[src/pdp8_pkg.sv]
// Shared PDP-8 word types, opcodes, sequencer states and instruction bit positions
`default_nettype none

package pdp8_pkg;

	// ************************************************************
	// Sizes
	// ************************************************************
	localparam int WORD_W    = 12;                 // Machine word
	localparam int ADDR_W    = 12;                 // 4K address space
	localparam int MEM_WORDS = 4096;               // Core memory depth
	localparam int PAGE_W    = 5;                  // Page number bits
	localparam int OFFSET_W  = 7;                  // Word offset within page

	typedef logic [0:WORD_W-1] word_t;             // Bit 0 is the MSB
	typedef logic [0:ADDR_W-1] addr_t;             // Page in 0..4, offset in 5..11

	localparam addr_t RESET_PC = 12'o0200;         // Conventional program origin

	// Major opcode in IR bits 0..2
	typedef enum logic [2:0] {
		AND, TAD, ISZ, DCA, JMS, JMP, IOT, OPR
	} opcode_e;

	// Instruction cycle states
	typedef enum logic [2:0] {
		S_HALT, S_FETCH, S_DECODE, S_DEFER, S_READ, S_EXEC, S_WRITE
	} seq_state_e;

	typedef struct packed {
		logic  we;                                 // Write strobe
		addr_t addr;                               // Read or write address
		word_t wdata;                              // Write data
	} mem_req_t;

	// Accumulator register update select
	typedef enum logic [2:0] {
		ACC_NONE, ACC_AND, ACC_TAD, ACC_CLEAR, ACC_OPERATE
	} acc_op_e;

	typedef struct packed {
		logic  link;                               // L, top bit of the 13-bit pair
		word_t ac;                                 // Accumulator
	} acc_state_t;

	// ************************************************************
	// Instruction bit positions
	// ************************************************************
	localparam int BIT_INDIRECT = 3;               // MRI defer bit
	localparam int BIT_CURPAGE  = 4;               // MRI current page bit
	localparam int BIT_GROUP    = 3;               // OPR group 1 vs 2/3
	localparam int BIT_GROUP3   = 11;              // With BIT_GROUP set, selects group 3

	localparam int G1_CLA   = 4;
	localparam int G1_CLL   = 5;
	localparam int G1_CMA   = 6;
	localparam int G1_CML   = 7;
	localparam int G1_RAR   = 8;
	localparam int G1_RAL   = 9;
	localparam int G1_TWICE = 10;                  // RTR / RTL
	localparam int G1_IAC   = 11;

	localparam int G2_CLA = 4;
	localparam int G2_SMA = 5;                     // SPA when reversed
	localparam int G2_SZA = 6;                     // SNA when reversed
	localparam int G2_SNL = 7;                     // SZL when reversed
	localparam int G2_REV = 8;                     // Sense reverse, AND of inverted tests
	localparam int G2_OSR = 9;
	localparam int G2_HLT = 10;

endpackage

`default_nettype wire

[src/pdp8_accumulator.sv]
// PDP-8 AC and link registers, updated by memory-reference results or operate microinstructions
`timescale 1ns/1ps
`default_nettype none

module pdp8_accumulator import pdp8_pkg::*; (
	input  logic       i_clk,
	input  logic       i_reset,
	input  acc_op_e    i_acc_op,                   // Update select from sequencer
	input  word_t      i_operand,                  // Memory word for AND and TAD
	input  word_t      i_ir,                       // Instruction for operate decode
	input  word_t      i_switches,                 // Switch register for OSR
	output acc_state_t o_acc,                      // Registered link and AC
	output logic       o_skip,                     // From operate unit
	output logic       o_halt_req                  // From operate unit
);

	acc_state_t      acc_q;
	acc_state_t      op_acc;                       // Operate result
	logic [0:WORD_W] tad_sum;                      // Link and AC plus operand

	// 13-bit add, a carry out of the AC flips the link
	assign tad_sum = {acc_q.link, acc_q.ac} + {1'b0, i_operand};

	pdp8_operate u_operate (
		.i_ir       (i_ir),
		.i_acc      (acc_q),
		.i_switches (i_switches),
		.o_acc      (op_acc),
		.o_skip     (o_skip),
		.o_halt_req (o_halt_req)
	);

	// ************************************************************
	// AC and link
	// ************************************************************
	always_ff @(posedge i_clk) begin
		if (i_reset) begin
			acc_q <= '0;                           // AC and link cleared
		end else begin
			case (i_acc_op)
				ACC_AND: begin
					acc_q.ac <= acc_q.ac & i_operand;  // Link kept
				end
				ACC_TAD: begin
					acc_q.link <= tad_sum[0];
					acc_q.ac   <= tad_sum[1:WORD_W];
				end
				ACC_CLEAR: begin
					acc_q.ac <= '0;                // DCA after the store
				end
				ACC_OPERATE: begin
					acc_q <= op_acc;
				end
				default: begin
					acc_q <= acc_q;                // ACC_NONE holds
				end
			endcase
		end
	end

	assign o_acc = acc_q;

endmodule

`default_nettype wire

[src/pdp8_operate.sv]
// Combinational PDP-8 operate microinstructions, gives next AC and link plus skip and halt
`timescale 1ns/1ps
`default_nettype none

module pdp8_operate import pdp8_pkg::*; (
	input  word_t      i_ir,                       // Current instruction word
	input  acc_state_t i_acc,                      // Present link and AC
	input  word_t      i_switches,                 // Front panel switch register
	output acc_state_t o_acc,                      // Link and AC after the microinstructions
	output logic       o_skip,                     // Skip next instruction
	output logic       o_halt_req                  // HLT seen
);

	opcode_e         opcode;
	logic            is_grp1;
	logic            is_grp2;
	word_t           g1_ac;                        // After clear, complement, increment
	logic            g1_link;
	logic [0:WORD_W] g1_lac;                       // Link in bit 0, AC behind it
	word_t           g2_ac;
	logic            cond_any;                     // OR of the selected skip tests

	assign opcode  = opcode_e'(i_ir[0:2]);
	assign is_grp1 = (opcode == OPR) && !i_ir[BIT_GROUP];
	assign is_grp2 = (opcode == OPR) && i_ir[BIT_GROUP] && !i_ir[BIT_GROUP3];

	// ************************************************************
	// Group 1
	// ************************************************************
	always_comb begin
		g1_ac   = i_acc.ac;
		g1_link = i_acc.link;
		if (i_ir[G1_CLA]) g1_ac = '0;              // Step 1
		if (i_ir[G1_CLL]) g1_link = 1'b0;
		if (i_ir[G1_CMA]) g1_ac = ~g1_ac;          // Step 2
		if (i_ir[G1_CML]) g1_link = ~g1_link;
		if (i_ir[G1_IAC]) begin
			{g1_link, g1_ac} = {g1_link, g1_ac} + 1'b1;  // Step 3, carry into link
		end
		g1_lac = {g1_link, g1_ac};
		// Step 4, 13-bit rotate through the link
		if (i_ir[G1_RAR]) begin
			if (i_ir[G1_TWICE]) g1_lac = {g1_lac[WORD_W-1:WORD_W], g1_lac[0:WORD_W-2]};
			else                g1_lac = {g1_lac[WORD_W], g1_lac[0:WORD_W-1]};
		end else if (i_ir[G1_RAL]) begin
			if (i_ir[G1_TWICE]) g1_lac = {g1_lac[2:WORD_W], g1_lac[0:1]};
			else                g1_lac = {g1_lac[1:WORD_W], g1_lac[0]};
		end
	end

	// ************************************************************
	// Group 2
	// ************************************************************
	// Tests look at the AC before CLA
	assign cond_any = (i_ir[G2_SMA] && i_acc.ac[0])
	               || (i_ir[G2_SZA] && (i_acc.ac == '0))
	               || (i_ir[G2_SNL] && i_acc.link);

	always_comb begin
		g2_ac = i_ir[G2_CLA] ? '0 : i_acc.ac;      // CLA first
		if (i_ir[G2_OSR]) g2_ac = g2_ac | i_switches;  // Then OR switches
	end

	// Output select, group 3 and non-OPR words pass the state through
	always_comb begin
		o_acc      = i_acc;
		o_skip     = 1'b0;
		o_halt_req = 1'b0;
		if (is_grp1) begin
			o_acc.link = g1_lac[0];
			o_acc.ac   = g1_lac[1:WORD_W];
		end else if (is_grp2) begin
			o_acc.ac   = g2_ac;                    // Link untouched in group 2
			o_skip     = i_ir[G2_REV] ^ cond_any;  // Reversed with nothing selected is SKP
			o_halt_req = i_ir[G2_HLT];
		end
	end

endmodule

`default_nettype wire

[config.mk]
export PLATFORM = sky130hd
export DESIGN_NAME = pdp8_accumulator
export DESIGN_NICKNAME = d
export VERILOG_FILES = /design/src/pdp8_pkg.sv /design/src/pdp8_accumulator.sv /design/src/pdp8_operate.sv
export SDC_FILE = /design/constraint.sdc
export NUM_CORES = 1
export LEC_CHECK = 0
export BUFFER_PORTS_ARGS = -buffer_cell sky130_fd_sc_hd__buf_2
export CORE_AREA = 3 3 84 86
export CTS_CLUSTER_DIAMETER = 40
export DETAILED_ROUTE_END_ITERATION = 12
export DIE_AREA = 0 0 87 89
export PLACE_DENSITY = 0.69
export SYNTH_ARGS = -nofsm -noshare
export SYNTH_HDL_FRONTEND = slang
export SYNTH_SLANG_ARGS = --single-unit
[constraint.sdc]
create_clock -name i_clk -period 3.11 [get_ports i_clk]
set_clock_uncertainty 0.1 [all_clocks]
set_input_delay 0.4665 -clock i_clk [delete_from_list [all_inputs] [get_ports i_clk]]
set_output_delay 0.4665 -clock i_clk [all_outputs]
set_load 0.02 [all_outputs]
# ---- Word level (Yosys, flattened, before mapping)
# Cells that the tools add are included.
dict set report op_classes {
  n_addsub 2
  eq_ne 7
  mux 20
  n_bitwise 5
  n_reduce_logical 15
}
# cell n
set op_table {}
lappend op_table {{$mux W12} 6}
lappend op_table {{$mux W13} 4}
lappend op_table {{$pmux W12 S4} 1}
lappend op_table {{$add A13 B1 Y13 const B} 1}
lappend op_table {{$add A13 B12 Y13} 1}
lappend op_table {{$and A12 B12 Y12} 1}
lappend op_table {{$logic_not A12 Y1} 1}
lappend op_table {{$not A12 Y12} 1}
lappend op_table {{$or A12 B12 Y12} 1}
lappend op_table {{$mux W1} 8}
lappend op_table {{$eq A3 B2 Y1 const B} 2}
lappend op_table {{$eq A3 B3 Y1 const B} 2}
lappend op_table {{$logic_and A1 B1 Y1} 6}
lappend op_table {{$reduce_and A2 Y1} 2}
lappend op_table {{$reduce_bool A4 Y1} 1}
lappend op_table {{$eq A3 B1 Y1 const B} 1}
lappend op_table {{$ne A3 B1 Y1 const B} 1}
lappend op_table {{$logic_not A1 Y1} 2}
lappend op_table {{$logic_or A1 B1 Y1} 2}
lappend op_table {{$ne A2 B1 Y1 const B} 1}
lappend op_table {{$pmux W1 S2} 1}
lappend op_table {{$reduce_bool A2 Y1} 1}
lappend op_table {{$not A1 Y1} 1}
lappend op_table {{$xor A1 B1 Y1} 1}
dict set report totals {
  reg_bits 13
  input_bits 41
  out_inout_bits 15
  elab_cells 51
}

# ---- Longest topological paths before layout
# Gate-level depths: netlist of run 1.
dict set report logic_depth {
  word_depth 10
  ltp_mapped 11
  mapped_depth_nobuf 10
}

# ---- Modules after synthesis
# A second synthesis of run 1 with hierarchy kept.
dict set report hier_totals {
  hier_cells 391
  hier_area_um2 2845.2
}
# mod instances cells_per_inst area_each_um2 seq_area_each_um2
set modules_own_cells {}
lappend modules_own_cells {pdp8_operate 1 221 1556.5 0.0}
lappend modules_own_cells {pdp8_accumulator 1 170 1288.7 260.2}

# ---- Worst setup path after synthesis of run 1
# OpenSTA, ideal clock, no wires.
dict set report synth_path {
  path_type {input to register}
  start {in i_ir[5]}
  end {reg acc_q, in the netlist o_acc[8]}
  setup_ns 0.119
  arrival_time_ns 2.809
  required_time_ns 2.891
  slack_ns 0.082
  path_stages 11
  n_path_buf 2
  cell_sequence {buf_4 -> buf_2 -> xnor2_1 -> ha_1 -> and2_1 -> a32oi_1 -> a211oi_1 -> o32ai_1 -> o221ai_1 -> o31a_1 -> o221a_1}
}
dict set report synth_via {
  elab_chain_len 8
  elab_cells_between_ends 9
  classes_between {1 x add/sub; 8 x mux}
}
# item line
set synth_rtl {}
lappend synth_rtl {{start, declared} pdp8_accumulator.sv:10} ;# input word_t i_ir,
lappend synth_rtl {{$mux W12 *} pdp8_operate.sv:35} ;# if (i_ir[G1_CMA]) g1_ac = ~g1_ac;
lappend synth_rtl {{$add A13 B1 Y13} pdp8_operate.sv:38} ;# {g1_link, g1_ac} = {g1_link, g1_ac} + 1'b1;
lappend synth_rtl {{$mux W12 *} pdp8_operate.sv:37} ;# if (i_ir[G1_IAC]) begin
lappend synth_rtl {{$mux W13} pdp8_operate.sv:46} ;# if (i_ir[G1_TWICE]) g1_lac = {g1_lac[2:WORD_W], g1_lac[0:1]};
lappend synth_rtl {{$mux W13} pdp8_operate.sv:45} ;# end else if (i_ir[G1_RAL]) begin
lappend synth_rtl {{$mux W13 *} pdp8_operate.sv:42} ;# if (i_ir[G1_RAR]) begin
lappend synth_rtl {{$mux W12 *} pdp8_operate.sv:69} ;# if (is_grp1) begin
lappend synth_rtl {{$pmux W12 S4 *} pdp8_accumulator.sv:40} ;# case (i_acc_op)
lappend synth_rtl {{end signal, assigned} pdp8_accumulator.sv:52} ;# acc_q <= op_acc;
lappend synth_rtl {{end signal, assigned} pdp8_accumulator.sv:55} ;# acc_q <= acc_q;
lappend synth_rtl {{end, declared} pdp8_accumulator.sv:17} ;# acc_state_t acc_q;
# Mark *: on every way between the ends. The rest lies on a longest branch, timed or not.
# A chain may end at the register's enable or synchronous reset.

# ---- Final worst setup path of run 1
dict set report layout_path {
  start {reg acc_q, in the netlist o_acc[0]}
  end {reg acc_q, in the netlist o_acc[0]}
}
dict set report layout_via {
  elab_chain_len 10
  elab_cells_between_ends 17
  classes_between {2 x add/sub; 12 x mux; 3 x bitwise}
}
# item line
set layout_rtl {}
lappend layout_rtl {{$mux W12} {pdp8_operate.sv:33, pdp8_operate.sv:60}}
lappend layout_rtl {{$not A12 Y12} pdp8_operate.sv:35}
lappend layout_rtl {{$mux W12} pdp8_operate.sv:35}
lappend layout_rtl {{$add A13 B1 Y13} pdp8_operate.sv:38}
lappend layout_rtl {{$mux W1 / $mux W12 (equally long branches)} pdp8_operate.sv:37}
lappend layout_rtl {{$mux W13} pdp8_operate.sv:46}
lappend layout_rtl {{$mux W13} pdp8_operate.sv:45}
lappend layout_rtl {{$mux W13} pdp8_operate.sv:42}
lappend layout_rtl {{$mux W12} pdp8_operate.sv:69}
lappend layout_rtl {{$pmux W12 S4 *} pdp8_accumulator.sv:40}
# Mark *: on every way between the ends. The rest lies on a longest branch, timed or not. The select of a mux whose other input is x is not followed.

==> impl_results.md, run 1 <==
- Maximum vdd ir drop: 0.2044 mV
- Largest net degree at the start of global routing: 21
- YS warnings: 0
- Synth unique cells: 74
- First-pass GRT wire length: 16350 um
- Ports: 56
- Status: finished clean
- Maximum clock frequency: 0.3386 GHz
- Most common cell in the netlist: nor2_1
- Number of max-cap violations: 0
- Worst-path fanout max: 7
- DR vias: 3573
- Clock latency on the worst-skew pair: 250 ps
- Final period util: 94.96%
- Lkg Pwr: 1.364 nW
- Root buffer cell: clkbuf_8
- Post-Synthesis Mean Instance Area: 6.999 um2
- Post-synth EDFFs: 0
- Chip Height: 89 um
- Count of final hold-check violations: 0
- Clock buffers created by TritonCTS: 3
- Diodes inserted: 0
- Die width: 87 um
- Initial core utilization: 44.75%
- Slew margin rel.: 35.34%
- Worst EP required: 3140 ps
- Crit path arrival time: 2980 ps
- Min cycle time layout: 2953 ps
- Setup Viol. Count Final: 0
- Number of fill cells: 649
- Worst-path clk slew: 60 ps
- Post-Syn Instances: 406
- Synth Net Count: 461
- Top cell type's share of synthesized area: 9.159%
- Synth async-reset ratio: 0%
- Detail Route Antenna Nets: 0
- Pwr dens: 247.9 nW/um2
- Top FF cell, synth: dfxtp_1
- Dpl cell area: 3358 um2
- Routed wire length: 10460 um
- CP Class: reg -> reg
- Core ar.: 6350 um2
- Worst Tran Pin Value: 969.8 ps
- Fraction of layout cells with a size suffix above 1: 23.42%
- Leading area contributor after synthesis: dfxtp_1
- Routability congestion estimate: 0.9376
- Worst min path class: reg -> reg
- Final Slew Violations: 0
- Pre-antenna DRT Iters: 5
- Htree depth: 1
- Postcts setup bufs: 0
- # port buffers: 55
- RSZ-0062 raised after global routing: false
- Nets: 530
- DR iter-0 viols: 417
- DRC: 0
- Seq cells post-synth: 13
- Sequential area share after synthesis: 9.159%
- Wire per inst: 18.97 um
- Synth-to-Final Area Change: 19.95%
- Dpl hpwl: 8311 um
- Synth top area cells: dfxtp_1 9.2%, xnor2_1 7.4%, ha_1 5.7%, o21ai_0 5.5%, nor2_1 5.3%
- CTS Buffer Depth: 2
- Synthesized area: 2841 um2
- Rows: 29
- Critical path endpoint category: flop
- Clock Sinks: 13
- Commonest cells in the netlist: 40 x nor2_1, 31 x o21ai_0, 29 x a21oi_1, 28 x nand2_1, 24 x xnor2_1
- Die ar.: 7743 um2
- Final instance area: 3408 um2
- Vias in the first global route: 3219
- Startpoint class of the critical path: flop
- TritonCTS clock tree: built
- Overflow after GRT: 0
- Largest register FFs: 13
- Total GRT Usage: 26.86%
- TNS Setup: 0 ps
- Via-to-Cell Ratio: 6.485
- Antenna violations before repair: 0
## cell type report
class / count / area (um2) / area share (%)
multi-input cells: 354 / 2421 / 71.04
repair buffers: 89 / 530.5 / 15.57
flip-flops and latches: 13 / 262.8 / 7.709
well taps: 77 / 96.34 / 2.827
inverters: 14 / 52.55 / 1.542
clock buffers: 4 / 45.04 / 1.322
## critical path, cell delays in order, from the launching register on
cell and delay, ps:
dfxtp_2 400, nor2b_2 210, xnor2_1 140, ha_1 200, and2_1 180, a32oi_1 110, buf_4 180, a2111oi_2 430
xnor2_1 200, and2_0 190, a2111oi_1 380, o21ai_1 120
## cell usage in the layout (no fill, tap or decap), types with 5 or more instances in the layout
cell      instances
buf_2            55
nor4_1            6
nand3_1          15
xnor2_1          24
nand2_1          28
a221oi_1          5
dfxtp_1          11
nor3_1           13
a211o_1           5
o21ai_0          31
o221ai_1          5
nor2_1           40
ha_1             13
buf_4            34
o22ai_1           5
o211ai_1          7
and2_1            6
nand2b_1         16
nor2b_1           5
a21oi_1          29
inv_1            13
a211oi_1          7
## path summary, 6_finish.rpt
path,start,to,slack [ps],cells past startpoint
setup reg to reg,o_acc[0],o_acc[0],160,11
setup / recovery,o_acc[0],o_acc[0],160,11
hold / removal,o_acc[0],o_acc[0],430,2
hold reg to reg,o_acc[0],o_acc[0],430,2
## through the flow
| step | hold WS [ps] | std cells | total power (W) | utilization [%] | worst slack, ps |
|---|---|---|---|---|---|
| 3_3_place_gp | 470.8 | 547 | 0.0006727 | 52.89 | 133.3 |
| 6_report | 425.2 | 551 | 0.0008450 | 53.67 | 156.7 |
| 4_1_cts | 462.5 | 551 | 0.0008340 | 53.60 | 58.19 |
| 5_1_grt | 459.4 | 551 | 0.0008962 | 53.67 | 56.06 |
| 2_1_floorplan | 485.6 | 406 | 0.0005151 | - | 81.92 |
| 3_5_place_dp | 464.3 | 547 | 0.0006781 | 52.89 | -39.63 |
## timing repair
item | CTS | global route
gates resized for setup | 0 | 3
hold buffers | 0 | 0
setup endpoints to repair | 0 | 4
## kinds of logic (layout without fill, tap and decap cells)
kind of cell             count (synthesis)  count (layout)  synth area share, %
flip-flops                              13              13                9.159
buffers and inverters                   39             107                5.724
AO/OA/AOI/OAI                          148             148                36.72
AND/OR/NAND/NOR                        158             158                30.34
adder cells (fa/ha/maj)                 14              14                6.429
multiplexers                             4               4                1.409
XOR/XNOR                                30              30                10.22
## metal layers
| layer | GRT usage, % | share of wire (%) | vias up |
|---|---|---|---|
| met1 | 36.68 | 43 | 1671 |
| met5 | 0 | 0 | - |
| li1 | - | - | 1692 |
| met2 | 43.48 | 46 | 182 |
| met4 | 7.224 | 2.5 | 0 |
| met3 | 4.793 | 8.7 | 28 |
## report_power, final
part,switching [W],leakage [nW],internal (W)
Combinational,0.000291,1.23,0.000201
Clock,0.0000681,0.0228,0.0000909
Sequential,0.0000156,0.107,0.000178
Total,0.000375,1.36,0.000470
Power figures use the tool's default switching activity.
==> run 2: changes to the inputs <==
REMOVE_ABC_BUFFERS = 1   (was unset)
==> run 2 against run 1 <==
  * Cell count is 0.91% lower
  * Combinational power is 3% lower
  * Clock-buffer cell count stayed put
  * Core utilization is 0.53 points lower
  * Sequential share of layout area hardly changed
  * First-iteration DRC count is 11% lower
  * Wire length is 1.6% lower
  * Sequential cell count stayed put
  * Via count is 1.6% lower
  * Fmax is 1.6% higher
  * Global-route usage is 0.40 points lower
  * Clock power is 4% higher
  * Critical endpoint unchanged
  * Largest cell class unchanged
==> impl_results.md, run 2 (synthesis gave the netlist of run 1 again) <==
- Total GRT Usage: 26.47%
- Non-Filler Instances: 546
- Clk pwr share: 19.7%
- Met2 WL post-DR: 4600 um
- Number of max-cap violations: 0
- Critical path endpoint category: flop
- Maximum vdd ir drop: 0.1339 mV
- Wire per inst: 18.84 um
- Pre-antenna DRT Iters: 5
- R2r endpoint: o_acc[0]
- Clock buffers created by TritonCTS: 3
- Detail Route Antenna Nets: 0
- Routed wire length: 10290 um
- Rows: 29
- Startpoint class of the critical path: flop
- Top sig layer: met4
- Internal power: 0.0004664 W
- TritonCTS clock tree: built
- Die ar.: 7743 um2
- Fraction of layout cells with a size suffix above 1: 22.39%
- Largest net degree at the start of global routing: 27
- Pwr dens: 250.2 nW/um2
- Htree depth: 1
- Clock latency on the worst-skew pair: 260 ps
- DR iter-0 viols: 372
- Worst-path clk slew: 70 ps
- Reg2Reg Launch Point: o_acc[0]
- Worst min path class: in -> reg
- Vias in the first global route: 3314
- Lkg Pwr: 1.338 nW
- Ports: 56
- Largest register FFs: 13
- Area occupied by multi-input gates: 2427 um2
- Sw Ratio: 44.76%
- Synth-to-Final Area Change: 18.76%
- Clock Sinks: 13
- Reg-to-reg slack, setup: 200 ps
- Diodes inserted: 0
- Slew margin rel.: 38.06%
- Status: finished clean
- First-pass GRT wire length: 16440 um
- CP Class: reg -> reg
- Count of final hold-check violations: 0
- Final period util: 93.43%
- Post-cts resize count: 0
- Worst hold path depth: 2
- Register Area: 260.3 um2
- Sequential share of power: 23.9%
- Root buffer cell: clkbuf_8
- Routability congestion estimate: 0.8977
- Combinational Power Share: 56.5%
- Die width: 87 um
- Crit path arrival time: 2940 ps
- Number of fill cells: 646
- Nets: 525
- Initial core utilization: 44.75%
- Worst-path fanout max: 7
- Met3 routed WL: 875 um
- Chip Height: 89 um
- TNS Setup: 0 ps
- Dpl hpwl: 8058 um
- Worst r2r path cells: 11
- Min cycle time layout: 2906 ps
- Worst Hold Path EP: o_acc[3]
- DRC: 0
- Core ar.: 6350 um2
- Worst EP required: 3150 ps
- Antenna violations before repair: 0
- Net switching power: 0.0003779 W
- RSZ-0062 raised after global routing: false
- Most frequent cells in the layout: 55 x buf_2, 40 x nor2_1, 31 x o21ai_0, 29 x a21oi_1, 29 x buf_4
- M1 WL: 4693 um
- Cts hold-fix bufs: 0
- # port buffers: 55
- Final Slew Violations: 0
- DR vias: 3515
- Maximum clock frequency: 0.3442 GHz
- Setup Viol. Count Final: 0
- Via-to-Cell Ratio: 6.438
- Hold Startpoint: i_reset
- Overflow after GRT: 0
- CTS Buffer Depth: 2
- Dpl cells: 542
- Worst Tran Pin Value: 929.1 ps
- Commonest non-fill, non-tap cell in the layout: buf_2
- Postcts setup bufs: 0
-- run 2: layout make-up --
cell class	instances	area share, %
clock buffer	4	1.335
sequential	13	7.712
multi-input combinational	354	71.93
tap	77	2.855
timing repair buffer	84	14.61
inverter	14	1.557
-- run 2: per-layer routing --
metal  track usage, %  vias up
met2            43.82      187
met1            37.11     1631
met5                0        -
met4            6.232        0
li1                 -     1681
met3            2.396       16
-- run 2: power groups by stage --
stage          combinational [W]  clock, W  sequential [W]
2_1_floorplan           0.000275         0        0.000213
3_3_place_gp            0.000462         0        0.000204
3_5_place_dp            0.000466         0        0.000204
4_1_cts                 0.000469  0.000164        0.000200
5_1_grt                 0.000521  0.000173        0.000203
6_report                0.000477  0.000166        0.000201
-- run 2: critical path: stages (launching register included) --
cell,delay [ps]
dfxtp_1,440
nor2b_2,220
xnor2_1,140
ha_1,200
and2_1,150
a32oi_1,100
buf_4,180
a2111oi_2,360
xnor2_1,170
and2_0,190
a2111oi_1,400
o21ai_1,120
-- run 2: how the worst max path moves through the flow --
stage / slack (ps) / to / startpoint
after global routing: 20 / o_acc[0] / o_acc[0]
final: 200 / o_acc[0] / o_acc[0]
after floorplan: 210 / o_acc[8] / o_acc[0]
after detailed placement: 90 / o_acc[0] / i_ir[7]
after CTS: 160 / o_acc[10] / o_acc[0]
after global placement: 70 / o_acc[0] / i_ir[7]
-- run 2: metrics by stage --
step | power (W) | cell area [um2] | utilization (%) | setup WS [ps] | hold slack [ps]
floorplan | 0.0004875 | 2731 | - | 210.0 | 435.6
finish | 0.0008443 | 3374 | 53.14 | 204.4 | 478.1
global placement | 0.0006655 | 3321 | 52.30 | 68.93 | 481.4
CTS | 0.0008332 | 3366 | 53.00 | 160.5 | 467.0
detailed placement | 0.0006702 | 3321 | 52.30 | 86.13 | 511.6
global route | 0.0008967 | 3374 | 53.14 | 23.67 | 487.9
