## src/pdp8_pkg.sv

```systemverilog
// Shared PDP-8 word types, opcodes, sequencer states and instruction bit positions
`default_nettype none

package pdp8_pkg;

	// ************************************************************
	// Sizes
	// ************************************************************
	localparam int WORD_W    = 12;                 // Machine word
	localparam int ADDR_W    = 12;                 // 4K address space
	localparam int MEM_WORDS = 4096;               // Core memory depth
	localparam int PAGE_W    = 5;                  // Page number bits
	localparam int OFFSET_W  = 7;                  // Word offset within page

	typedef logic [0:WORD_W-1] word_t;             // Bit 0 is the MSB
	typedef logic [0:ADDR_W-1] addr_t;             // Page in 0..4, offset in 5..11

	localparam addr_t RESET_PC = 12'o0200;         // Conventional program origin

	// Major opcode in IR bits 0..2
	typedef enum logic [2:0] {
		AND, TAD, ISZ, DCA, JMS, JMP, IOT, OPR
	} opcode_e;

	// Instruction cycle states
	typedef enum logic [2:0] {
		S_HALT, S_FETCH, S_DECODE, S_DEFER, S_READ, S_EXEC, S_WRITE
	} seq_state_e;

	typedef struct packed {
		logic  we;                                 // Write strobe
		addr_t addr;                               // Read or write address
		word_t wdata;                              // Write data
	} mem_req_t;

	// Accumulator register update select
	typedef enum logic [2:0] {
		ACC_NONE, ACC_AND, ACC_TAD, ACC_CLEAR, ACC_OPERATE
	} acc_op_e;

	typedef struct packed {
		logic  link;                               // L, top bit of the 13-bit pair
		word_t ac;                                 // Accumulator
	} acc_state_t;

	// ************************************************************
	// Instruction bit positions
	// ************************************************************
	localparam int BIT_INDIRECT = 3;               // MRI defer bit
	localparam int BIT_CURPAGE  = 4;               // MRI current page bit
	localparam int BIT_GROUP    = 3;               // OPR group 1 vs 2/3
	localparam int BIT_GROUP3   = 11;              // With BIT_GROUP set, selects group 3

	localparam int G1_CLA   = 4;
	localparam int G1_CLL   = 5;
	localparam int G1_CMA   = 6;
	localparam int G1_CML   = 7;
	localparam int G1_RAR   = 8;
	localparam int G1_RAL   = 9;
	localparam int G1_TWICE = 10;                  // RTR / RTL
	localparam int G1_IAC   = 11;

	localparam int G2_CLA = 4;
	localparam int G2_SMA = 5;                     // SPA when reversed
	localparam int G2_SZA = 6;                     // SNA when reversed
	localparam int G2_SNL = 7;                     // SZL when reversed
	localparam int G2_REV = 8;                     // Sense reverse, AND of inverted tests
	localparam int G2_OSR = 9;
	localparam int G2_HLT = 10;

endpackage

`default_nettype wire

```

## src/pdp8_sequencer.sv

```systemverilog
// PDP-8 instruction sequencer with PC, IR and effective address, runs one instruction at a time
`timescale 1ns/1ps
`default_nettype none

module pdp8_sequencer import pdp8_pkg::*; (
	input  logic       i_clk,
	input  logic       i_reset,
	input  logic       i_load_we,                  // Load port, honoured only when halted
	input  addr_t      i_load_addr,
	input  word_t      i_load_data,
	input  logic       i_start,                    // One-cycle run pulse
	input  addr_t      i_start_pc,
	input  word_t      i_rdata,                    // Memory word, one cycle after address
	input  logic       i_skip,                     // Operate skip
	input  logic       i_halt_req,                 // Operate HLT
	input  acc_state_t i_acc,                      // For DCA store data
	output mem_req_t   o_mem_req,
	output acc_op_e    o_acc_op,
	output word_t      o_operand,
	output word_t      o_ir,
	output logic       o_halted,
	output addr_t      o_pc
);

	seq_state_e state_q;
	addr_t      pc_q;                              // Address of current instruction
	word_t      ir_q;
	addr_t      ea_q;                              // Effective address
	word_t      isz_q;                             // Incremented ISZ word for write-back

	word_t      cur_ir;                            // IR as seen this cycle
	opcode_e    opcode;
	addr_t      ea_direct;                         // Page zero or current page address
	addr_t      pc_inc;
	addr_t      pc_skip;
	seq_state_e after_ea;                          // Where to go once EA is known

	// Instruction word arrives on i_rdata in S_DECODE
	assign cur_ir    = (state_q == S_DECODE) ? i_rdata : ir_q;
	assign opcode    = opcode_e'(cur_ir[0:2]);
	assign ea_direct = cur_ir[BIT_CURPAGE]
	                 ? {pc_q[0:PAGE_W-1], cur_ir[WORD_W-OFFSET_W:WORD_W-1]}
	                 : {{PAGE_W{1'b0}}, cur_ir[WORD_W-OFFSET_W:WORD_W-1]};
	assign pc_inc    = pc_q + 12'd1;
	assign pc_skip   = pc_q + 12'd2;

	always_comb begin
		case (opcode)
			AND, TAD, ISZ: after_ea = S_READ;      // Need the operand
			DCA, JMS:      after_ea = S_WRITE;     // Store only
			default:       after_ea = S_FETCH;     // JMP
		endcase
	end

	// ************************************************************
	// Memory request
	// ************************************************************
	always_comb begin
		o_mem_req.we    = 1'b0;
		o_mem_req.addr  = pc_q;                    // Fetch address by default
		o_mem_req.wdata = i_acc.ac;
		case (state_q)
			S_HALT: begin
				o_mem_req.we    = i_load_we;       // Load port owns memory
				o_mem_req.addr  = i_load_addr;
				o_mem_req.wdata = i_load_data;
			end
			S_DECODE: o_mem_req.addr = ea_direct;  // Pointer read for S_DEFER
			S_READ:   o_mem_req.addr = ea_q;
			S_WRITE: begin
				o_mem_req.we   = 1'b1;
				o_mem_req.addr = ea_q;
				case (opcode)
					JMS:     o_mem_req.wdata = pc_inc;  // Return address
					ISZ:     o_mem_req.wdata = isz_q;
					default: o_mem_req.wdata = i_acc.ac; // DCA
				endcase
			end
			default: ;
		endcase
	end

	// Accumulator control
	always_comb begin
		o_acc_op = ACC_NONE;
		case (state_q)
			S_DECODE: if (opcode == OPR) o_acc_op = ACC_OPERATE;
			S_EXEC: begin
				if (opcode == AND)      o_acc_op = ACC_AND;
				else if (opcode == TAD) o_acc_op = ACC_TAD;
			end
			S_WRITE:  if (opcode == DCA) o_acc_op = ACC_CLEAR;
			default: ;
		endcase
	end

	// ************************************************************
	// State and PC
	// ************************************************************
	always_ff @(posedge i_clk) begin
		if (i_reset) begin
			state_q <= S_HALT;
			pc_q    <= RESET_PC;
		end else begin
			case (state_q)
				S_HALT: begin
					if (i_start) begin
						pc_q    <= i_start_pc;
						state_q <= S_FETCH;
					end
				end
				S_FETCH: state_q <= S_DECODE;
				S_DECODE: begin
					if (opcode == OPR) begin
						pc_q    <= i_skip ? pc_skip : pc_inc;
						state_q <= i_halt_req ? S_HALT : S_FETCH;
					end else if (opcode == IOT) begin
						pc_q    <= pc_inc;         // No devices, plain no-op
						state_q <= S_FETCH;
					end else if (cur_ir[BIT_INDIRECT]) begin
						state_q <= S_DEFER;
					end else begin
						if (opcode == JMP) pc_q <= ea_direct;
						state_q <= after_ea;
					end
				end
				S_DEFER: begin
					if (opcode == JMP) pc_q <= i_rdata;  // Pointer is the target
					state_q <= after_ea;
				end
				S_READ: state_q <= S_EXEC;
				S_EXEC: begin
					if (opcode == ISZ) begin
						state_q <= S_WRITE;
					end else begin
						pc_q    <= pc_inc;         // AND, TAD done
						state_q <= S_FETCH;
					end
				end
				S_WRITE: begin
					case (opcode)
						JMS:     pc_q <= ea_q + 12'd1;
						ISZ:     pc_q <= (isz_q == '0) ? pc_skip : pc_inc;
						default: pc_q <= pc_inc;
					endcase
					state_q <= S_FETCH;
				end
				default: state_q <= S_HALT;
			endcase
		end
	end

	// Instruction and address registers
	always_ff @(posedge i_clk) begin
		if (state_q == S_DECODE) begin
			ir_q <= i_rdata;
			ea_q <= ea_direct;
		end
		if (state_q == S_DEFER) ea_q <= i_rdata;   // Indirect target
		if (state_q == S_EXEC) isz_q <= i_rdata + 12'd1;
	end

	assign o_operand = i_rdata;
	assign o_ir      = cur_ir;
	assign o_halted  = (state_q == S_HALT);
	assign o_pc      = pc_q;

endmodule

`default_nettype wire
```

## config.mk

```make
export PLATFORM = sky130hd
export DESIGN_NAME = pdp8_sequencer
export DESIGN_NICKNAME = d
export VERILOG_FILES = /design/src/pdp8_pkg.sv /design/src/pdp8_sequencer.sv
export SDC_FILE = /design/constraint.sdc
export NUM_CORES = 1
export LEC_CHECK = 0
export BUFFER_PORTS_ARGS = -buffer_cell sky130_fd_sc_hd__buf_4
export CORE_MARGIN = 2
export CORE_UTILIZATION = 49
export CTS_CLUSTER_SIZE = 16
export DETAILED_ROUTE_END_ITERATION = 6
export MAX_ROUTING_LAYER = met4
export PLACE_DENSITY = 0.81
export SYNTH_ARGS = -nofsm -noshare
export SYNTH_HDL_FRONTEND = slang
export SYNTH_SLANG_ARGS = --single-unit
```

## constraint.sdc

```tcl
create_clock -name i_clk -period 2.25 [get_ports i_clk]
set_input_delay 0.1125 -clock i_clk [delete_from_list [all_inputs] [get_ports i_clk]]
set_output_delay 0.1125 -clock i_clk [all_outputs]
set_load 0.01 [all_outputs]
```

=== Word level (Yosys, flattened, before mapping) ===
Cells that the tools add are included.

* Div/mod/pow operators: 0
* Add/subtract/negate cells: 4
* Bitwise gates (word level): 0
* Magnitude comparators: 0
* Shift operators: 0
* Mux-type cells: 32
* Reductions and logical operators: 9
* Multipliers: 0
* Equality and inequality tests: 18

{| class="wikitable"
|+ Operators by type and width
! operator !! number
|-
| $mux 12 || 13
|-
| $pmux 12 s2 || 3
|-
| $pmux 12 s5 || 1
|-
| $add 12x1->12 const B || 3
|-
| $pmux 12 s3 || 1
|-
| $eq 3x3->1 const B || 7
|-
| $pmux 3 s7 || 1
|-
| $mux 3 || 6
|-
| $add 12x2->12 const B || 1
|-
| $eq 3x2->1 const B || 4
|-
| $logic_not 12->1 || 1
|-
| $pmux 3 s3 || 1
|-
| $eq 3x1->1 const B || 2
|-
| $logic_not 3->1 || 2
|-
| $mux 2 || 3
|-
| $ne 2x2->1 const B || 3
|-
| $pmux 3 s2 || 1
|-
| $reduce_and 6->1 || 1
|-
| $reduce_bool 5->1 || 1
|-
| $ne 4x1->1 const B || 1
|-
| $ne 4x2->1 const B || 1
|-
| $reduce_or 2->1 || 2
|-
| $reduce_or 3->1 || 1
|-
| $pmux 1 s2 || 1
|-
| other kinds (2) || 2
|}

* Input port bits: 67
* Logic and storage cells: 68
* Register bits after elaboration: 51
* ROM bits: 0
* Latch bits: 0
* Bits in writable memories: 0
* Memories: 0
* Output and inout bits: 65

=== Depth between registers and ports, before layout ===
Gate-level depths: netlist (run 1).

* Depth after elaboration: 9
* Gate-level depth with buffers: 10
* Gate-level depth less buffers: 7

=== Worst setup path after synthesis (run 1) ===
Ideal clock, no wire load.

* Kind: register -> register
* Start point: register pc_q[1] (netlist: o_pc[1])
* End point: register pc_q[11] (netlist: o_pc[11])
* Path slack: -2 ps
* Data arrival time: 2113 ps
* Setup time: 139 ps
* Path buffers: 0
* Cell stages (with the launch flop): 8
* Path through: dfxtp_1 -> ha_1 -> and3_1 -> nand3_1 -> or3_1 -> xnor2_1 -> a222oi_1 -> a311oi_1

* Word-level cells in the longest chain between the ends: 4
* Elaborated cells on any way between the ends: 9
* Classes of those cells: add/sub: 2; mux: 7

{| class="wikitable"
|+ RTL lines
! element !! RTL line !! RTL
|-
| start, declared || pdp8_sequencer.sv:26 || <nowiki>addr_t pc_q;</nowiki>
|-
| start signal, assigned || pdp8_sequencer.sv:108 || <nowiki>pc_q <= i_start_pc;</nowiki>
|-
| start signal, assigned || pdp8_sequencer.sv:115 || <nowiki>pc_q <= i_skip ? pc_skip : pc_inc;</nowiki>
|-
| start signal, assigned || pdp8_sequencer.sv:118 || <nowiki>pc_q <= pc_inc;</nowiki>
|-
| $add 12x1->12 or $add 12x2->12 (tied branches) || pdp8_sequencer.sv:44, pdp8_sequencer.sv:45 ||
|-
| $mux 12 (on tied branches) || pdp8_sequencer.sv:143, pdp8_sequencer.sv:115, pdp8_sequencer.sv:117 ||
|-
| $pmux 12 s2 or $mux 12 (tied branches) || pdp8_sequencer.sv:141, pdp8_sequencer.sv:114 ||
|-
| $pmux 12 s5 (*) || pdp8_sequencer.sv:105 || <nowiki>case (state_q)</nowiki>
|}

Every way passes the cells marked *; elsewhere a longest branch is shown, timed or not. The select of a mux whose other input is x is not followed.
A chain may end at the register's enable or synchronous reset.

==> results of run 1 <==
## cells in the final DEF (no fill, tap or decap), types with 5 or more instances in the layout
master / count
mux2i_1: 12
nand3_1: 26
o21ai_1: 13
o211ai_1: 8
o22ai_1: 7
a21oi_1: 33
nand2b_1: 9
o21ai_0: 54
and3_1: 8
dfxtp_1: 23
a31oi_1: 6
inv_1: 15
buf_6: 5
nand4_1: 9
nor2_1: 46
edfxtp_1: 24
a22oi_2: 5
a22oi_1: 26
xnor2_1: 24
clkbuf_8: 5
buf_4: 200
o21a_1: 5
xor2_1: 11
nand2_1: 97
nor3_1: 12
## power groups by stage
stage,Sequential [uW],Clock (uW),Combinational (uW)
global route,1370,650,3580
detailed placement,1360,0,3100
CTS,1350,612,3150
floorplan,1330,0,1760
finish,1360,620,3380
global placement,1350,0,3070
## worst max-delay path by stage
stage,end,depth (start not counted)
6_report,o_mem_req[5],7
3_3_place_gp,o_pc[6]$_SDFFE_PP0P_,8
4_1_cts,o_mem_req[5],7
3_5_place_dp,o_pc[6]$_SDFFE_PP0P_,8
5_1_grt,o_mem_req[5],7
2_1_floorplan,o_pc[11]$_SDFFE_PP0P_,7
## flip-flops by register name, summed over array words and instances, names as in the netlist
signal   cells
isz_q       12
o_pc        12
ea_q        12
state_q      3
ir_q        12
## cell type report
cell class                 count  area, um2  area share (%)
timing repair buffer         208       1620            24.5
sequential                    51       1270            19.2
inverter                      18       70.1            1.06
clock inverter                 3       28.8           0.436
multi-input combinational    519       3380            51.2
clock buffer                   5       68.8            1.04
tap                          133        166            2.52
## per-layer routing
| metal | up-vias | global-route usage [%] |
|---|---|---|
| met5 | - | - |
| met4 | 0 | 14.6 |
| met3 | 57 | 6.80 |
| met2 | 424 | 60.8 |
| met1 | 2734 | 52.5 |
| li1 | 2681 | - |
## stage by stage
step	power, uW	TNS [ns]	util, %	setup WS, ns	hold slack, ns
6_report	5360	0	68.1	0.0179	0.0619
5_1_grt	5600	-0.198	68.1	-0.0455	0.0471
4_1_cts	5110	0	66.5	0.00176	0.0525
3_5_place_dp	4460	-0.0360	64.4	-0.0360	0.409
3_3_place_gp	4410	-0.0174	64.4	-0.0174	0.392
2_1_floorplan	3090	0	-	0.0250	0.274
## timing repair
item,in CTS,in global routing
endpoints found under the setup margin,14,29
buffers inserted,5,1
gates resized for setup,15,35
hold buffers,0,0
pin swaps,4,3
## cells by family after synthesis
group,count (synthesis),synth area share [%]
AO/OA/AOI/OAI,214,29.3
XOR/XNOR,37,6.66
adder cells (fa/ha/maj),4,1.03
buffers and inverters,88,8.72
flip-flops,51,25.9
multiplexers,21,4.86
AND/OR/NAND/NOR,243,23.5
==> metrics.yaml, run 1 <==
placement:
  place_hpwl_um: 16200
  dp_cells: 923
  io_buffers: 130
  placed_cell_area_um2: 6230
  place_congestion: 1.01
drt:
  drt-met1-wl_um: 8440
  drc: 0
  ant_nets: 0
  vias: 5896
  first_pass_iters: 6
  dr_wl_met3_um: 2290
  via_per_inst: 6.29
  routed_wl_um: 21100
  wl_per_cell_um: 22.5
  drt_first_iter_violations: 662
  top_layer_used: "met4"
  wl_met2_um: 9620
yosys:
  synth_nets: 729
  async_flop_share_pct: 0
  syn_avg_cell_area_um2: 7.40
  yosys-top-cells-area: "edfxtp_1 15%, dfxtp_1 11%, nand2_1 7.5%, o21ai_0 5.9%, a22oi_1 4.8%"
  yosysUniqueCellTypes: 73
  synth_top_cell_area_share_pct: 14.8
  syn_area_um2: 4870
  ys_warn_count: 0
  seq_area_frac_synth_pct: 25.9
  yosysTopAreaCell: "edfxtp_1"
  synth_edf_count: 24
  synth-main-ff-cell: "dfxtp_1"
  ys_top_cells_by_count: "97 x nand2_1, 57 x o21ai_0, 47 x nor2_1, 38 x clkbuf_1, 37 x a21oi_1"
  yosysMostFrequentCell: "nand2_1"
  syn-instance-count: 658
  ys_ff_latch: 51
pwr:
  peakVddDrop_mv: 0.585
  p_sw_share_pct: 45.8
  internal_power_uw: 2910
  p_comb_share_pct: 63.0
  seqPwrFrac_pct: 25.4
  p_leak_uw: 0.00262
  powerDensity_nw_per_um2: 813
  clkPwrFrac_pct: 11.6
  switchingPower_uw: 2450
worst_setup_path:
  r2r.worst_path.cells: 9
  cp_top_family: "buffers and inverters"
  r2r_slack_ns: 0.02
  cp_num_buf_inv: 3
  critPathCaptureType: "output pin"
  cpPeakStageDelay_ns: 0.37
  rr_startpoint: "state_q[2]$_SDFFE_PP0N_"
  critPathKind: "reg2out"
  start_kind: "register"
  path_cells: "nor3b_4 -> buf_12 -> mux2_4 -> buf_6 -> a22oi_2 -> o21ai_0 -> buf_4"
  arrival_ns: 2.12
  cp_max_fo: 13
  worstPathRequired_ns: 2.14
  cp_slowest_cell: "dfxtp_2"
  cp-startpoint: "state_q[2]$_SDFFE_PP0N_"
  reg2reg_to: "o_pc[6]$_SDFFE_PP0P_"
timing:
  tightest_slew_ns: 0.592
  max_slew_margin_pct: 60.4
  report.final.slew_viol_count: 0
  max_freq_mhz: 448
  final_hold_viol_count: 0
  setup_viol: 0
  fin_crit_sh_pct: 99.2
  layout_min_cycle_time_ns: 2.23
  grt_setup_unrepaired: "yes"
  fin_skew_ns: 0.0133
min_path:
  hold_path.class: "in2reg"
  whs_endpoint: "o_pc[11]$_SDFFE_PP0P_"
  hold_depth: 2
  hp-start: "i_reset"
floorplan:
  start_util_pct: 50.2
  ios: 132
  die_area_um2: 10700
  rows: 36
  coreArea_um2: 9680
  die_h_um: 104
  die_w_um: 104
clock_network:
  root_buffer: "clkbuf_8"
  clock_sinks: 51
  clk_latency_ns: 0.33
  cts_inserted_buffers: 5
  clockBufferDepth: 2
  cts_tree: "built"
  htree_num_levels: 2
  path_clk_slew_ns: 0.12
run_status:
  status: "complete, no violations"
cells_and_area:
  final_layout_size_suffix_gt1_share_pct: 34.3
  fin_nets: 874
  final_cell_area_um2: 6600
  diodes: 0
  areaGrowthSynthToFinish_pct: 35.6
  fin_cells: 937
  fill_cells: 828
grt:
  grt_max_degree: 31
  grt_pass1_wl_um: 32400
  grt_pass1_vias: 5642
  gr-total-overflow: 0
  grt_antenna_before_repair: 0
  groute.usage.overall_pct: 39.6
job:
  drv_cap: 0
(Power assumes the default switching activity.)
==> run 2, diff against run 1 <==
--- a/config.mk
+++ b/config.mk
@@ -7,11 +7,12 @@
 export LEC_CHECK = 0
 export BUFFER_PORTS_ARGS = -buffer_cell sky130_fd_sc_hd__buf_4
 export CORE_MARGIN = 2
-export CORE_UTILIZATION = 49
+export CORE_UTILIZATION = 50
+export CTS_BUF_LIST = sky130_fd_sc_hd__clkbuf_2
 export CTS_CLUSTER_SIZE = 16
 export DETAILED_ROUTE_END_ITERATION = 6
 export MAX_ROUTING_LAYER = met4
-export PLACE_DENSITY = 0.81
+export PLACE_DENSITY = 0.83
 export SYNTH_ARGS = -nofsm -noshare
 export SYNTH_HDL_FRONTEND = slang
 export SYNTH_SLANG_ARGS = --single-unit
==> run 2 against run 1 <==
  * The run now ends with negative hold slack, negative setup slack left
  * Total power up 11%
  * Combinational power is 21% higher
  * Non-clock buffer count increased by 55
  * Count of clock-buffer cells in the layout unchanged
  * Hold slack worse by 0.071 ns
  * Core utilization is 10 points higher
  * Sequential power is 4% higher
  * Maximum frequency fell by 9.8%
  * Clock power fell by 26%
  * Wire length is 8.4% higher
  * Critical path depth up 3
==> metrics.yaml, run 2 (synthesis results as in run 1) <==
placement:
  dp_cells: 926  # +0.33%
  io_buffers: 130  # unchanged
  place_congestion: 1.11  # +9.5%
  place_hpwl_um: 15600  # -3.9%
  placed_cell_area_um2: 6240  # +0.16%
cells_and_area:
  regArea_um2: 1280  # +1.1%
  areaGrowthSynthToFinish_pct: 54.6
  final_cell_area_um2: 7520  # +14%
  fill_cells: 671  # -19%
  fin_nets: 929  # +6.3%
  fin_cells: 992  # +5.9%
  multi_input_area_um2: 3660  # +8.3%
  mostFrequentLayoutCell: "buf_4"
  diodes: 0  # unchanged
  mostFrequentLayoutCells: "207 x buf_4, 94 x nand2_1, 46 x o21ai_0"
  final_layout_size_suffix_gt1_share_pct: 41.1  # +6.8 points
timing:
  setup_slack_ns: -0.224  # -0.242 ns
  fin_skew_ns: 0.0453  # +0.0321 ns
  max_slew_margin_pct: 60.4  # about the same
  final_hold_viol_count: 1  # +1
  report.final.slew_viol_count: 0  # unchanged
  setup_viol: 21  # +21
  finalHoldWorstSlack_ns: -0.00940  # -0.0713 ns
  tightest_slew_ns: 0.592  # +0.000475 ns
  fin_crit_sh_pct: 110  # +11 points
  layout_min_cycle_time_ns: 2.47  # +0.242 ns
  grt_setup_unrepaired: "yes"
  max_freq_mhz: 404  # -9.8%
clock_network:
  clk_latency_ns: 0.50  # +0.17 ns
  path_clk_slew_ns: 0.33  # +0.21 ns
  clockBufferDepth: 2  # unchanged
  htree_num_levels: 2  # unchanged
  root_buffer: "clkbuf_2"
  cts_inserted_buffers: 5  # unchanged
  cts_tree: "built"
  clock_sinks: 51  # unchanged
min_path:
  hold_path.class: "in2reg"
  hp-start: "i_start_pc[0]"
drt:
  via_per_inst: 6.51  # +3.4%
  first_pass_iters: 6  # unchanged
  wl_per_cell_um: 23.0  # +2.4%
  vias: 6454  # +9.5%
  drc: 0  # unchanged
  routed_wl_um: 22900  # +8.4%
  ant_nets: 0  # unchanged
  drt_first_iter_violations: 915  # +38%
worst_setup_path:
  critPathCaptureType: "output pin"
  path_cells: "buf_12 -> nand2b_4 -> buf_4 -> nor2_2 -> buf_6 -> a21oi_4 -> buf_12 -> a22oi_1 -> o21ai_2 -> buf_4"
  cpPeakStageDelay_ns: 0.44  # +0.07 ns
  rr_startpoint: "state_q[1]$_SDFFE_PP0N_"
  worstPathRequired_ns: 2.14  # about the same
  cp_max_fo: 17  # +4
  arrival_ns: 2.36  # +0.24 ns
  critPathKind: "reg2out"
  cp_slowest_cell: "dfxtp_4"
  cp-startpoint: "state_q[0]$_SDFFE_PP0N_"
  start_kind: "register"
pwr:
  powerDensity_nw_per_um2: 792  # -2.5%
  p_leak_uw: 0.00298  # +13%
  peakVddDrop_mv: 0.583  # -0.34%
floorplan:
  start_util_pct: 50.7  # +0.47 points
  rows: 36  # unchanged
  die_h_um: 103  # -0.96%
  die_area_um2: 10500  # -1.9%
  ios: 132  # unchanged
  die_w_um: 103  # -0.96%
  coreArea_um2: 9590  # -0.93%
grt:
  grt_pass1_vias: 5975  # +5.9%
  grtUsageMet3_pct: 8.68  # +1.9 points
  grt_max_degree: 24  # -23%
  groute.usage.overall_pct: 42.1  # +2.6 points
  grt_antenna_before_repair: 0  # unchanged
  gr-total-overflow: 0  # unchanged
  grtUsageMet2_pct: 64.1  # +3.2 points
  grt_pass1_wl_um: 32600  # +0.68%
  grt_busiest_layer: "met2"
  use_met1_pct: 54.0  # +1.6 points
job:
  drv_cap: 0  # unchanged
run_status:
  status: "complete, but fails checks"
  violations: "negative hold slack, negative setup slack"
-- run 2: timing repair --
| item | in CTS | in global routing |
|---|---|---|
| setup endpoints to repair | 36 | 36 |
| pin swaps | 26 | 30 |
| gates resized for setup | 80 | 70 |
| buffers inserted | 20 | 15 |
| gates cloned | 2 | 2 |
| hold buffers | 18 | 3 |
| hold endpoints to repair | 24 | 2 |
-- run 2: power by group --
group	switching (uW)	internal, uW
Clock	376	85.6
Combinational	2160	1930
Sequential	207	1200
-- run 2: path summary, 6_finish.rpt --
path                               end  slack (ns)  depth (start not counted)
hold reg to reg        ir_q[5]$_DFF_P_        0.49                          2
setup / recovery          o_mem_req[7]       -0.22                         10
setup reg to reg  o_pc[1]$_SDFFE_PP0P_       -0.07                         11
hold / removal    o_pc[0]$_SDFFE_PP0P_      -0.009                          3
-- run 2: layout make-up --
class,instances,area share (%)
inverter,18,0.965
clock buffer,5,0.333
tap,133,2.21
timing repair buffer,263,30.5
clock inverter,3,0.299
sequential,51,17.0
multi-input combinational,519,48.6
-- run 2: through the flow --
step / util, % / power [uW] / setup WS (ns) / TNS (ns) / hold slack (ns)
global route: 78.4 / 6190 / -0.308 / -4.72 / 0.0119
detailed placement: 65.1 / 4440 / -0.157 / -1.58 / 0.405
global placement: 65.1 / 4380 / -0.0913 / -0.133 / 0.398
finish: 78.4 / 5960 / -0.224 / -2.38 / -0.00940
CTS: 73.4 / 5410 / -0.175 / -1.24 / 0.00354
floorplan: - / 3090 / 0.0250 / 0 / 0.274
-- run 2: routing by layer --
layer  vias to the layer above  part of all wire (%)
li1                       2805                     -
met1                      2932                    36
met2                       569                    45
met3                       148                    13
met4                         0                   6.1
met5                         -                     0
-- run 2: worst max-delay path: cells and delay by family (launching register included) --
family	cells	cell delay, ns
buffers and inverters	5	0.74
AND/OR/NAND/NOR	2	0.24
flip-flops	1	0.44
AO/OA/AOI/OAI	3	0.44
==> run 3, diff against run 2 <==
--- a/config.mk
+++ b/config.mk
@@ -7,12 +7,13 @@
 export LEC_CHECK = 0
 export BUFFER_PORTS_ARGS = -buffer_cell sky130_fd_sc_hd__buf_4
 export CORE_MARGIN = 2
-export CORE_UTILIZATION = 50
+export CORE_UTILIZATION = 35
 export CTS_BUF_LIST = sky130_fd_sc_hd__clkbuf_2
 export CTS_CLUSTER_SIZE = 16
 export DETAILED_ROUTE_END_ITERATION = 6
 export MAX_ROUTING_LAYER = met4
-export PLACE_DENSITY = 0.83
+export PLACE_DENSITY = 0.62
+export RECOVER_POWER = 100
 export SYNTH_ARGS = -nofsm -noshare
 export SYNTH_HDL_FRONTEND = slang
 export SYNTH_SLANG_ARGS = --single-unit
==> run 3 against run 2 <==
  * The run ends with negative setup slack left
  * Cell area is 0.13% lower
  * Wire length is 0.81% higher
  * Setup slack worse by 0.0089 ns
  * Hold slack better by 0.093 ns
  * Register-to-register slack worse by 0.03 ns
  * Critical endpoint is now o_mem_req[11]
  * Sequential power is 4% lower
  * Clock skew is 0.0031 ns higher
  * Core utilization is 24 points lower
  * Sequential share of layout area hardly changed
  * Maximum frequency is 0.36% lower
==> metrics.yaml, run 3 (synthesis results as in run 1) <==
timing:
  setup_viol: 21  # unchanged
  setup_slack_ns: -0.233  # -0.00892 ns
  fin_crit_sh_pct: 110  # +0.40 points
  max_freq_mhz: 403  # -0.36%
  max_slew_margin_pct: 28.3  # -32 points
  fin_setup_tns_ns: -2.25  # +0.136 ns
  fin_skew_ns: 0.0484  # +0.00310 ns
  finalHoldWorstSlack_ns: 0.0834  # +0.0928 ns
  grt_setup_unrepaired: "yes"
  final_hold_viol_count: 0  # -1
  layout_min_cycle_time_ns: 2.48  # +0.00892 ns
  report.final.slew_viol_count: 0  # unchanged
  tightest_slew_ns: 1.08  # +0.483 ns
floorplan:
  start_util_pct: 35.5  # -15 points
  ios: 132  # unchanged
  rows: 43  # +19%
  die_w_um: 122  # +19%
  coreArea_um2: 13700  # +43%
  die_h_um: 122  # +19%
  die_area_um2: 14900  # +41%
worst_setup_path:
  cp_slowest_cell: "dfxtp_4"
  cp.depth: 8  # -2
  r2r.worst_path.cells: 8  # -3
  cpPeakStageDelay_ns: 0.45  # about the same
  arrival_ns: 2.37  # about the same
  critPathCaptureType: "output pin"
  cp_max_fo: 2  # -15
  worstPathRequired_ns: 2.14  # about the same
  critPathKind: "reg2out"
  cp_num_buf_inv: 1  # -4
  start_kind: "register"
  cp_top_family: "simple AND/OR/NAND/NOR gates"
  path_cells: "ha_4 -> and3_4 -> nand3_4 -> or3_4 -> xnor2_4 -> a22oi_2 -> o21ai_1 -> buf_4"
clock_network:
  path_clk_slew_ns: 0.32  # about the same
  htree_num_levels: 2  # unchanged
  clk_latency_ns: 0.53  # +0.03 ns
  cts_inserted_buffers: 5  # unchanged
  root_buffer: "clkbuf_2"
  clockBufferDepth: 2  # unchanged
  clock_sinks: 51  # unchanged
  cts_tree: "built"
drt:
  ant_nets: 0  # unchanged
  wl_per_cell_um: 21.8  # -5.2%
  routed_wl_um: 23000  # +0.81%
  drt_first_iter_violations: 725  # -21%
  drc: 0  # unchanged
  vias: 6135  # -4.9%
  first_pass_iters: 5  # -1
  via_per_inst: 5.82  # -11%
grt:
  grt_antenna_before_repair: 0  # unchanged
  grt_max_degree: 33  # +38%
  gr-total-overflow: 0  # unchanged
  grt_pass1_vias: 5803  # -2.9%
  groute.usage.overall_pct: 31.2  # -11 points
  grt_pass1_wl_um: 33800  # +3.4%
placement:
  place_hpwl_um: 17000  # +9.1%
  place_ws_ns: 0.0109  # +0.168 ns
  place_congestion: 0.975  # -12%
  io_buffers: 130  # unchanged
cells_and_area:
  mostFrequentLayoutCells: "192 x buf_4, 93 x nand2_1, 48 x o21ai_0"
  mostFrequentLayoutCell: "buf_4"
  fill_cells: 1341  # +100%
  fin_nets: 945  # +1.7%
  diodes: 0  # unchanged
  postLayoutCoreUtil_pct: 54.8  # -24 points
  final_layout_size_suffix_gt1_share_pct: 38.4  # -2.7 points
  areaGrowthSynthToFinish_pct: 54.4
pwr:
  powerDensity_nw_per_um2: 790  # -0.28%
  p_leak_uw: 0.00292  # -1.8%
  peakVddDrop_mv: 0.530  # -9.1%
  p_total_uw: 5940  # -0.41%
run_status:
  violations: "negative setup slack"
  status: "complete, but fails checks"
min_path:
  hold_path.class: "in2reg"
  hold_depth: 4  # +1
job:
  drv_cap: 0  # unchanged
[run 3: cell types whose count changed in the layout (fill, tap and decap cells not counted), moves of 3 or more]
cell / before / now
clkbuf_1: 0 / 30
buf_4: 207 / 192
buf_12: 7 / 4
buf_8: 3 / 0
clkbuf_2: 5 / 8
clkbuf_4: 0 / 3
mux2_2: 3 / 0
nor2_1: 43 / 40
nor2_4: 1 / 4
o21ai_2: 5 / 2
o32ai_1: 1 / 4
[run 3: final cells by class]
cell class / count / area (um2) / area share (%)
Multi-Input combinational cell: 520 / 3690 / 49.2
Timing Repair Buffer: 278 / 2180 / 29.0
Sequential cell: 51 / 1280 / 17.0
Tap cell: 180 / 225 / 3.00
Inverter: 18 / 70.1 / 0.933
Clock inverter: 3 / 43.8 / 0.583
Clock buffer: 5 / 25.0 / 0.333
[run 3: through the flow]
step / std cells / instance area (um2)
final: 1055 / 7510
after global placement: 995 / 6460
after floorplan: 658 / 4870
after global routing: 1055 / 7510
after detailed placement: 995 / 6460
after CTS: 1043 / 7230
[run 3: tightest hold or removal path: cells and delay by family]
family / cells / cell delay, ns
compound gates: 2 / 0.36
simple gates: 1 / 0.05
buf+inv: 1 / 0.09
[run 3: power breakdown]
group	switching [uW]	internal (uW)	total [uW]
clock	355	188	544
combinational	2190	1840	4030
sequential	159	1200	1360
[run 3: worst paths after layout]
path,endpoint,start,slack (ns)
setup / recovery,o_mem_req[11],o_pc[1]$_SDFFE_PP0P_,-0.23
hold / removal,o_pc[4]$_SDFFE_PP0P_,i_start_pc[4],0.08
setup reg to reg,o_pc[0]$_SDFFE_PP0P_,state_q[2]$_SDFFE_PP0N_,-0.10
hold reg to reg,ir_q[8]$_DFF_P_,ir_q[8]$_DFF_P_,0.49
[run 3: layer usage]
metal | part of all wire (%) | track usage [%] | routed length, um | vias up
li1 | - | - | - | 2837
met1 | 43 | 42.0 | 9930 | 2932
met2 | 45 | 46.7 | 10400 | 318
met3 | 9.1 | 7.30 | 2100 | 48
met4 | 2.6 | 9.48 | 599 | 0
met5 | 0 | - | 0 | -
[run 3: what timing repair did]
action | 4_1_cts | 5_1_grt
hold endpoints to repair | 36 | 0
pin swaps | 19 | 39
setup buffers | 21 | 9
hold buffers | 22 | 0
cloned | 0 | 3
setup endpoints to repair | 29 | 38
resized for setup | 85 | 74
